$ cat src/include/stream_cfg.svh
`ifndef STREAM_CFG_SVH
`define STREAM_CFG_SVH

// word width on both stream links
`define STREAM_DATA_WIDTH 32

// idle cycles between a request and the first word
`define STREAM_START_COUNT 32

// longest packet the length ports can describe
`define STREAM_MAX_WORDS 16

// entries in the elastic buffer
`define STREAM_FIFO_DEPTH 4

// width of the source start-up counter
`define STREAM_START_CNT_WIDTH ($clog2(`STREAM_START_COUNT + 1))

`endif

$ cat src/logic/stream_pkg.sv
`include "stream_cfg.svh"

package stream_pkg;

  // source sequencing
  typedef enum logic [1:0] {
    IDLE         = 2'd0,
    INIT_COUNTER = 2'd1,
    SEND_STREAM  = 2'd2,
    WAIT_RELEASE = 2'd3
  } source_state_e;

  // outcome of the most recent finished packet
  typedef enum logic [1:0] {
    // nothing finished since reset
    CHK_NONE = 2'd0,
    CHK_OK   = 2'd1,
    // sequence or framing mismatch somewhere in the packet
    CHK_DATA = 2'd2
  } check_status_e;

  // next word value after a transfer
  function automatic logic [`STREAM_DATA_WIDTH-1:0] next_word(
    input logic [`STREAM_DATA_WIDTH-1:0] word
  );
    logic [`STREAM_DATA_WIDTH-1:0] nxt;
    nxt = word + 1'b1;
    return nxt;
  endfunction

endpackage

$ cat src/logic/stream_fifo.sv
`timescale 1ns/1ps

`include "stream_cfg.svh"

module stream_fifo #(
  parameter int DEPTH = `STREAM_FIFO_DEPTH,
  parameter int WIDTH = `STREAM_DATA_WIDTH
) (
  input  logic             M_AXIS_ACLK,
  input  logic             M_AXIS_ARESETN,
  input  logic             in_tvalid,
  input  logic [WIDTH-1:0] in_tdata,
  input  logic             in_tlast,
  output logic             in_tready,
  output logic             out_tvalid,
  output logic [WIDTH-1:0] out_tdata,
  output logic             out_tlast,
  input  logic             out_tready
);

  localparam int PTR_W = (DEPTH > 1) ? $clog2(DEPTH) : 1;
  localparam int CNT_W = $clog2(DEPTH + 1);

  // entry is {last, data}
  logic [WIDTH:0]   mem [DEPTH];
  logic [PTR_W-1:0] wr_ptr;
  logic [PTR_W-1:0] rd_ptr;
  logic [CNT_W-1:0] count;
  logic             full;
  logic             wr_en;
  logic             rd_en;

  assign full       = (count == CNT_W'(DEPTH));
  assign out_tvalid = (count != '0);
  // a full buffer still takes a word when one leaves in the same cycle
  assign in_tready  = !full || out_tready;

  assign wr_en = in_tvalid && in_tready;
  assign rd_en = out_tvalid && out_tready;

  assign out_tdata = mem[rd_ptr][WIDTH-1:0];
  assign out_tlast = mem[rd_ptr][WIDTH];

  always_ff @(posedge M_AXIS_ACLK) begin
    if (wr_en) begin
      mem[wr_ptr] <= {in_tlast, in_tdata};
    end
  end

  always_ff @(posedge M_AXIS_ACLK) begin
    if (!M_AXIS_ARESETN) begin
      wr_ptr <= '0;
      rd_ptr <= '0;
      count  <= '0;
    end else begin
      if (wr_en) begin
        wr_ptr <= (wr_ptr == PTR_W'(DEPTH - 1)) ? '0 : wr_ptr + 1'b1;
      end
      if (rd_en) begin
        rd_ptr <= (rd_ptr == PTR_W'(DEPTH - 1)) ? '0 : rd_ptr + 1'b1;
      end
      case ({wr_en, rd_en})
        2'b10:   count <= count + 1'b1;
        2'b01:   count <= count - 1'b1;
        default: count <= count;
      endcase
    end
  end

endmodule

$ cat src/logic/stream_source.sv
`timescale 1ns/1ps

`include "stream_cfg.svh"

module stream_source (
  input  logic                          M_AXIS_ACLK,
  input  logic                          M_AXIS_ARESETN,
  input  logic                          start_req,
  input  logic [4:0]                    pkt_len,
  output logic                          start_ack,
  output logic                          m_tvalid,
  output logic [`STREAM_DATA_WIDTH-1:0] m_tdata,
  output logic                          m_tlast,
  input  logic                          m_tready
);

  localparam int CNT_W = `STREAM_START_CNT_WIDTH;

  stream_pkg::source_state_e state;

  logic [CNT_W-1:0] start_cnt;
  // index of the word currently on the link
  logic [4:0]       word_ptr;
  logic [4:0]       len_q;
  logic             tx_en;
  logic             init_done;

  assign tx_en     = m_tvalid && m_tready;
  assign init_done = (start_cnt == CNT_W'(`STREAM_START_COUNT - 1));

  // control path
  always_ff @(posedge M_AXIS_ACLK) begin
    if (!M_AXIS_ARESETN) begin
      state     <= stream_pkg::IDLE;
      start_cnt <= '0;
      word_ptr  <= '0;
      start_ack <= 1'b0;
      m_tvalid  <= 1'b0;
      m_tlast   <= 1'b0;
    end else begin
      case (state)
        stream_pkg::IDLE: begin
          start_cnt <= '0;
          if (start_req) begin
            state <= stream_pkg::INIT_COUNTER;
          end
        end

        stream_pkg::INIT_COUNTER: begin
          if (init_done) begin
            if (len_q == 5'd0) begin
              // empty packet goes straight to the ack
              state     <= stream_pkg::WAIT_RELEASE;
              start_ack <= 1'b1;
            end else begin
              state    <= stream_pkg::SEND_STREAM;
              word_ptr <= 5'd1;
              m_tvalid <= 1'b1;
              m_tlast  <= (len_q == 5'd1);
            end
          end else begin
            start_cnt <= start_cnt + 1'b1;
          end
        end

        stream_pkg::SEND_STREAM: begin
          if (tx_en) begin
            if (m_tlast) begin
              m_tvalid  <= 1'b0;
              m_tlast   <= 1'b0;
              start_ack <= 1'b1;
              state     <= stream_pkg::WAIT_RELEASE;
            end else begin
              word_ptr <= word_ptr + 1'b1;
              m_tlast  <= (word_ptr + 5'd1 == len_q);
            end
          end
        end

        stream_pkg::WAIT_RELEASE: begin
          // hold ack until the request is withdrawn
          if (!start_req) begin
            start_ack <= 1'b0;
            state     <= stream_pkg::IDLE;
          end
        end

        default: begin
          state <= stream_pkg::IDLE;
        end
      endcase
    end
  end

  // payload moves only when the link is free or the word was taken
  always_ff @(posedge M_AXIS_ACLK) begin
    if (state == stream_pkg::IDLE && start_req) begin
      len_q <= pkt_len;
    end
    if (state == stream_pkg::INIT_COUNTER && init_done) begin
      m_tdata <= `STREAM_DATA_WIDTH'(1);
    end else if (state == stream_pkg::SEND_STREAM && tx_en && !m_tlast) begin
      m_tdata <= stream_pkg::next_word(m_tdata);
    end
  end

endmodule

$ cat src/logic/stream_checker.sv
`timescale 1ns/1ps

`include "stream_cfg.svh"

module stream_checker (
  input  logic                          M_AXIS_ACLK,
  input  logic                          M_AXIS_ARESETN,
  input  logic                          s_tvalid,
  input  logic [`STREAM_DATA_WIDTH-1:0] s_tdata,
  input  logic                          s_tlast,
  output logic                          s_tready,
  input  logic                          sink_stall,
  output logic [15:0]                   pkt_count,
  output logic [15:0]                   err_count,
  output logic [4:0]                    last_len,
  output stream_pkg::check_status_e     last_status
);

  logic [`STREAM_DATA_WIDTH-1:0] expected;
  // words taken so far in the current packet
  logic [4:0]                    word_cnt;
  logic                          pkt_bad;
  logic                          accept;
  logic                          data_err;
  logic                          frame_err;
  logic                          word_bad;

  assign s_tready = !sink_stall;
  assign accept   = s_tvalid && s_tready;

  assign data_err  = (s_tdata != expected);
  // a word beyond the longest allowed packet means tlast went missing
  assign frame_err = (word_cnt == 5'(`STREAM_MAX_WORDS));
  assign word_bad  = data_err || frame_err;

  always_ff @(posedge M_AXIS_ACLK) begin
    if (!M_AXIS_ARESETN) begin
      expected    <= `STREAM_DATA_WIDTH'(1);
      word_cnt    <= '0;
      pkt_bad     <= 1'b0;
      pkt_count   <= '0;
      err_count   <= '0;
      last_len    <= '0;
      last_status <= stream_pkg::CHK_NONE;
    end else if (accept) begin
      if (s_tlast) begin
        pkt_count <= pkt_count + 1'b1;
        last_len  <= frame_err ? word_cnt : word_cnt + 1'b1;
        if (pkt_bad || word_bad) begin
          err_count   <= err_count + 1'b1;
          last_status <= stream_pkg::CHK_DATA;
        end else begin
          last_status <= stream_pkg::CHK_OK;
        end
        // next packet starts over at 1
        expected <= `STREAM_DATA_WIDTH'(1);
        word_cnt <= '0;
        pkt_bad  <= 1'b0;
      end else begin
        expected <= stream_pkg::next_word(s_tdata);
        if (!frame_err) begin
          word_cnt <= word_cnt + 1'b1;
        end
        pkt_bad <= pkt_bad || word_bad;
      end
    end
  end

endmodule

$ cat src/logic/stream_loop_top.sv
`timescale 1ns/1ps

`include "stream_cfg.svh"

module stream_loop_top (
  input  logic                      M_AXIS_ACLK,
  input  logic                      M_AXIS_ARESETN,
  input  logic                      start_req,
  input  logic [4:0]                pkt_len,
  output logic                      start_ack,
  input  logic                      sink_stall,
  output logic [15:0]               pkt_count,
  output logic [15:0]               err_count,
  output logic [4:0]                last_len,
  output stream_pkg::check_status_e last_status
);

  // source to fifo
  logic                          src_tvalid;
  logic [`STREAM_DATA_WIDTH-1:0] src_tdata;
  logic                          src_tlast;
  logic                          src_tready;

  // fifo to checker
  logic                          chk_tvalid;
  logic [`STREAM_DATA_WIDTH-1:0] chk_tdata;
  logic                          chk_tlast;
  logic                          chk_tready;

  stream_source stream_source_inst (
    .M_AXIS_ACLK    (M_AXIS_ACLK),
    .M_AXIS_ARESETN (M_AXIS_ARESETN),
    .start_req      (start_req),
    .pkt_len        (pkt_len),
    .start_ack      (start_ack),
    .m_tvalid       (src_tvalid),
    .m_tdata        (src_tdata),
    .m_tlast        (src_tlast),
    .m_tready       (src_tready)
  );

  stream_fifo #(
    .DEPTH (`STREAM_FIFO_DEPTH),
    .WIDTH (`STREAM_DATA_WIDTH)
  ) stream_fifo_inst (
    .M_AXIS_ACLK    (M_AXIS_ACLK),
    .M_AXIS_ARESETN (M_AXIS_ARESETN),
    .in_tvalid      (src_tvalid),
    .in_tdata       (src_tdata),
    .in_tlast       (src_tlast),
    .in_tready      (src_tready),
    .out_tvalid     (chk_tvalid),
    .out_tdata      (chk_tdata),
    .out_tlast      (chk_tlast),
    .out_tready     (chk_tready)
  );

  stream_checker stream_checker_inst (
    .M_AXIS_ACLK    (M_AXIS_ACLK),
    .M_AXIS_ARESETN (M_AXIS_ARESETN),
    .s_tvalid       (chk_tvalid),
    .s_tdata        (chk_tdata),
    .s_tlast        (chk_tlast),
    .s_tready       (chk_tready),
    .sink_stall     (sink_stall),
    .pkt_count      (pkt_count),
    .err_count      (err_count),
    .last_len       (last_len),
    .last_status    (last_status)
  );

endmodule

$ cat config.mk
export PLATFORM = sky130hd
export DESIGN_NAME = stream_loop_top
export DESIGN_NICKNAME = d
export VERILOG_FILES = /design/src/logic/stream_pkg.sv /design/src/logic/stream_fifo.sv /design/src/logic/stream_source.sv /design/src/logic/stream_checker.sv /design/src/logic/stream_loop_top.sv
export VERILOG_INCLUDE_DIRS = /design/src /design/src/include
export SDC_FILE = /design/constraint.sdc
export NUM_CORES = 1
export LEC_CHECK = 0
export ABC_AREA = 1
export ABC_CLOCK_PERIOD_IN_PS = 2600
export BUFFER_PORTS_ARGS = -buffer_cell sky130_fd_sc_hd__buf_2
export CORE_AREA = 4 4 200 124
export DETAILED_ROUTE_END_ITERATION = 10
export DIE_AREA = 0 0 204 128
export PLACE_DENSITY_LB_ADDON = 0.25
export SYNTH_ARGS = -nofsm -noshare
export SYNTH_HDL_FRONTEND = slang
export SYNTH_SLANG_ARGS = --single-unit
$ cat constraint.sdc
create_clock -name M_AXIS_ACLK -period 2.6 [get_ports M_AXIS_ACLK]
set_input_delay 0.26 -clock M_AXIS_ACLK [delete_from_list [all_inputs] [get_ports M_AXIS_ACLK]]
set_output_delay 0.26 -clock M_AXIS_ACLK [all_outputs]
set_load 0.02 [all_outputs]
==> reports/results.tsv <==
stage	metric	value	unit
grt	grt_max_degree	55	
worst_setup_path	worstReg2RegEnd	stream_checker_inst.err_count[9]$_SDFFE_PN0P_	
cells_and_area	seq_area	0.00680	mm²
grt	overflow	0	
yosys	synth_compound_area_frac	0.0929	
route	vias_per_cell	5.41	
yosys	synthCells	1498	
yosys	synthXorXnorAreaFrac	0.0276	
yosys	ys_seq_area_frac	0.535	
cts	worstSkewPairLatency	550	ps
die	start_util	0.556	
timing	max_freq	411	MHz
timing	fin_setup_tns	0	ps
grt	antenna_found_initial	0	
yosys	yosys.area.top_type	edfxtp_1	
cells_and_area	multi_input_area	0.00518	mm²
route	drc	0	
route	drt_iter0_drc	945	
yosys	synth_cell_type_count	44	
cells_and_area	diodes	0	
die	dieHeight	128	µm
flow_run	drv_cap	0	
worst_setup_path	cp.arrival	2870	ps
yosys	synth-seq-cells	271	
cts	cts_buffer_depth	3	
place	dp_hpwl	20.9	mm
cells_and_area	fillCellCount	1896	
cts	clkTransAtPathRegs	70	ps
yosys	netlist_top_cells_count	385 x nand2_1, 155 x nand3_1, 137 x edfxtp_1	
timing	maxSlewHeadroom	0.631	
die	num_io_pins	49	
timing	rsz0062_at_grt	false	
worst_setup_path	r2r_slack	170	ps
worst_setup_path	endpoint_kind	flop	
yosys	async_flop_share	0	
cells_and_area	fin_util	0.624	
die	rows	43	
run_status	status	completed	
power_and_ir_drop	power_leakage	5.50	nW
yosys	synth_edf_count	137	
power_and_ir_drop	p_per_area	932	mW/mm²
yosys	synth_top_area_frac	0.324	
timing	report.final.slew_viol_count	0	
timing	fin_crit_sh	0.935	
cts	cts-buffers-inserted	25	
yosys	synthFlopType	edfxtp_1	
yosys	synth_most_common_cell	nand2_1	
grt	grt_pass1_wl	48.5	mm
timing	finClkSkew	11.8	ps
worst_setup_path	critical_path.max_fanout	23	
route	detail_route.wirelength	30.1	mm
min_path	min_path_type	in -> reg	
yosys	synth_top_family_by_area	simple AND/OR/NAND/NOR gates	
worst_setup_path	required	3040	ps
cells_and_area	nets	1587	
yosys	synth-simple-area-share	0.264	
yosys	synth-adder-area-share	0.0193	
cts	h-tree-depth	1	
die	die_w	204	µm
timing	hold_viol	0	
cts	tritoncts	done	
yosys	avgSynthCellArea	8.48	µm²
cts	cts_setup_buffers	0	
cells_and_area	drive_gt1_frac	0.113	
yosys	synth_area	0.0127	mm²
grt	grt_pass1_vias	9258	
yosys	yosysWarnings	0	
route	ant_nets	0	
route	drt_pass1_iterations	7	
cts	cts_root_buffer	clkbuf_16	
die	core	0.0229	mm²
timing	min_period	2430	ps
die	die_area	0.0261	mm²
route	num_vias	10200	
yosys	muxShareOfSynthArea	0	
place	portBuffers	48	
power_and_ir_drop	irDropWorstVdd	712	µV
route	wl_per_cell	15.9	µm
worst_setup_path	cp-endpoint	stream_checker_inst.err_count[9]$_SDFFE_PN0P_	
worst_setup_path	startpoint_type	flop	
timing	setup-violations-final	0	
place	gp_congestion	0.944	
worst_setup_path	crit_type	reg -> reg	
yosys	yosys-top-cells-area	edfxtp_1 32%, dfxtp_1 21%, nand2_1 11%	
timing	worst_pin_slew	548	ps
cts	cts_sinks	271	
grt	grt_use_total	0.230	
cells_and_area	area_growth	12.3	%
yosys	synth_nets	1526	
worst_setup_path	reg2reg_depth	14	
## flip-flops by register name (all words and copies together), names as in the netlist, named ones only
| name | flops |
|---|---|
| stream_source_inst.start_cnt | 6 |
| stream_source_inst.start_ack | 1 |
| stream_source_inst.m_tvalid | 1 |
| stream_source_inst.len_q | 5 |
| stream_checker_inst.last_len | 5 |
| stream_checker_inst.pkt_count | 16 |
| stream_source_inst.state | 2 |
| stream_fifo_inst.rd_ptr | 2 |
| stream_fifo_inst.wr_ptr | 2 |
| stream_source_inst.m_tdata | 32 |
| stream_fifo_inst.count | 3 |
| stream_checker_inst.word_cnt | 5 |
| stream_checker_inst.last_status | 2 |
| stream_checker_inst.err_count | 16 |
| stream_checker_inst.expected | 32 |
| stream_source_inst.word_ptr | 5 |
| stream_checker_inst.pkt_bad | 1 |
| stream_source_inst.m_tlast | 1 |
| stream_fifo_inst.mem | 132 |
## kinds of logic after synthesis
| family | count (synthesis) |
|---|---|
| xor gates and xnor gates | 40 |
| DFF | 271 |
| buffers and inverters | 184 |
| adders and majority gates | 19 |
| AOI/OAI and AO/OA | 217 |
| and+or+nand+nor | 767 |
## layout make-up
class,count,area share
flip-flops and latches,271,0.476
multi-input cells,1043,0.363
clock buffers,30,0.0472
repair buffers,82,0.0408
inverters,136,0.0358
well taps,315,0.0276
clock inverters,16,0.00964
## power breakdown
group	total [W]	switching, W	internal (W)
registers	0.00524	0.000303	0.00494
logic	0.00441	0.00309	0.00132
clock network	0.00365	0.00167	0.00198
total	0.0133	0.00506	0.00824
## worst min path at each step
stage                                                              start                                             end  cells after the start
after floorplan                                               pkt_len[0]           stream_source_inst.len_q[0]$_DFFE_PP_                      0
after global placement    stream_checker_inst.pkt_count[15]$_SDFFE_PN0P_  stream_checker_inst.pkt_count[15]$_SDFFE_PN0P_                      1
after detailed placement                                      pkt_len[1]           stream_source_inst.len_q[1]$_DFFE_PP_                      1
after CTS                                                 M_AXIS_ARESETN        stream_source_inst.m_tvalid$_SDFFE_PN0P_                      3
after global routing                                      M_AXIS_ARESETN     stream_source_inst.word_ptr[2]$_SDFFE_PN0P_                      3
final                                                     M_AXIS_ARESETN     stream_source_inst.word_ptr[2]$_SDFFE_PN0P_                      3
## layer usage
metal	wire length [µm]	track usage	vias up
li1	-	-	5137
met5	0	0	-
met3	2590	0.0445	34
met1	15400	0.380	4707
met4	467	0.0409	0
met2	11700	0.314	363
## metrics by stage
stage | hold slack, ps | total power, W | instance area [µm²] | cells | setup slack (ps)
6_report | 108 | 0.0133 | 14300 | 1893 | 168
5_1_grt | 116 | 0.0141 | 14300 | 1893 | 3.71
4_1_cts | 95.8 | 0.0133 | 14300 | 1893 | 163
3_5_place_dp | 440 | 0.00962 | 13400 | 1842 | 224
3_3_place_gp | 433 | 0.00956 | 13400 | 1842 | 225
2_1_floorplan | 359 | 0.00838 | 12700 | 1498 | 68.1
## timing repair
action | 4_1_cts | 5_1_grt
hold endpoints to repair | 5 | 0
hold buffers | 5 | 0
gates resized for setup | 0 | 4
endpoints found under the setup margin | 0 | 12
## worst max-delay path, cell delays in order (launching register included)
cell and delay (ps):
dfxtp_2 340, inv_2 80, buf_4 260, nand2_1 90, nand3_1 200, nand2_1 180, nand2_1 100, o21ai_1 60
nor2_1 110, nand3_1 100, nor2_1 150, nand3_1 180, buf_4 260, a21oi_1 140, nor2_1 60
## cell usage in the layout, fill, tap and decap left out, drive strengths merged, types with 5 or more instances in the layout
master,n
a31oi,5
o21ai,74
a21oi,121
clkbuf,30
inv,137
xnor2,12
nand3b,8
xor2,28
nand2,401
dlygate4sd3,5
dfxtp,134
nand3,155
clkinv,11
ha,18
edfxtp,137
nor4,10
or2,5
buf,77
nand4,24
nor3,25
nor2,135
Power figures use the tool's default switching activity.
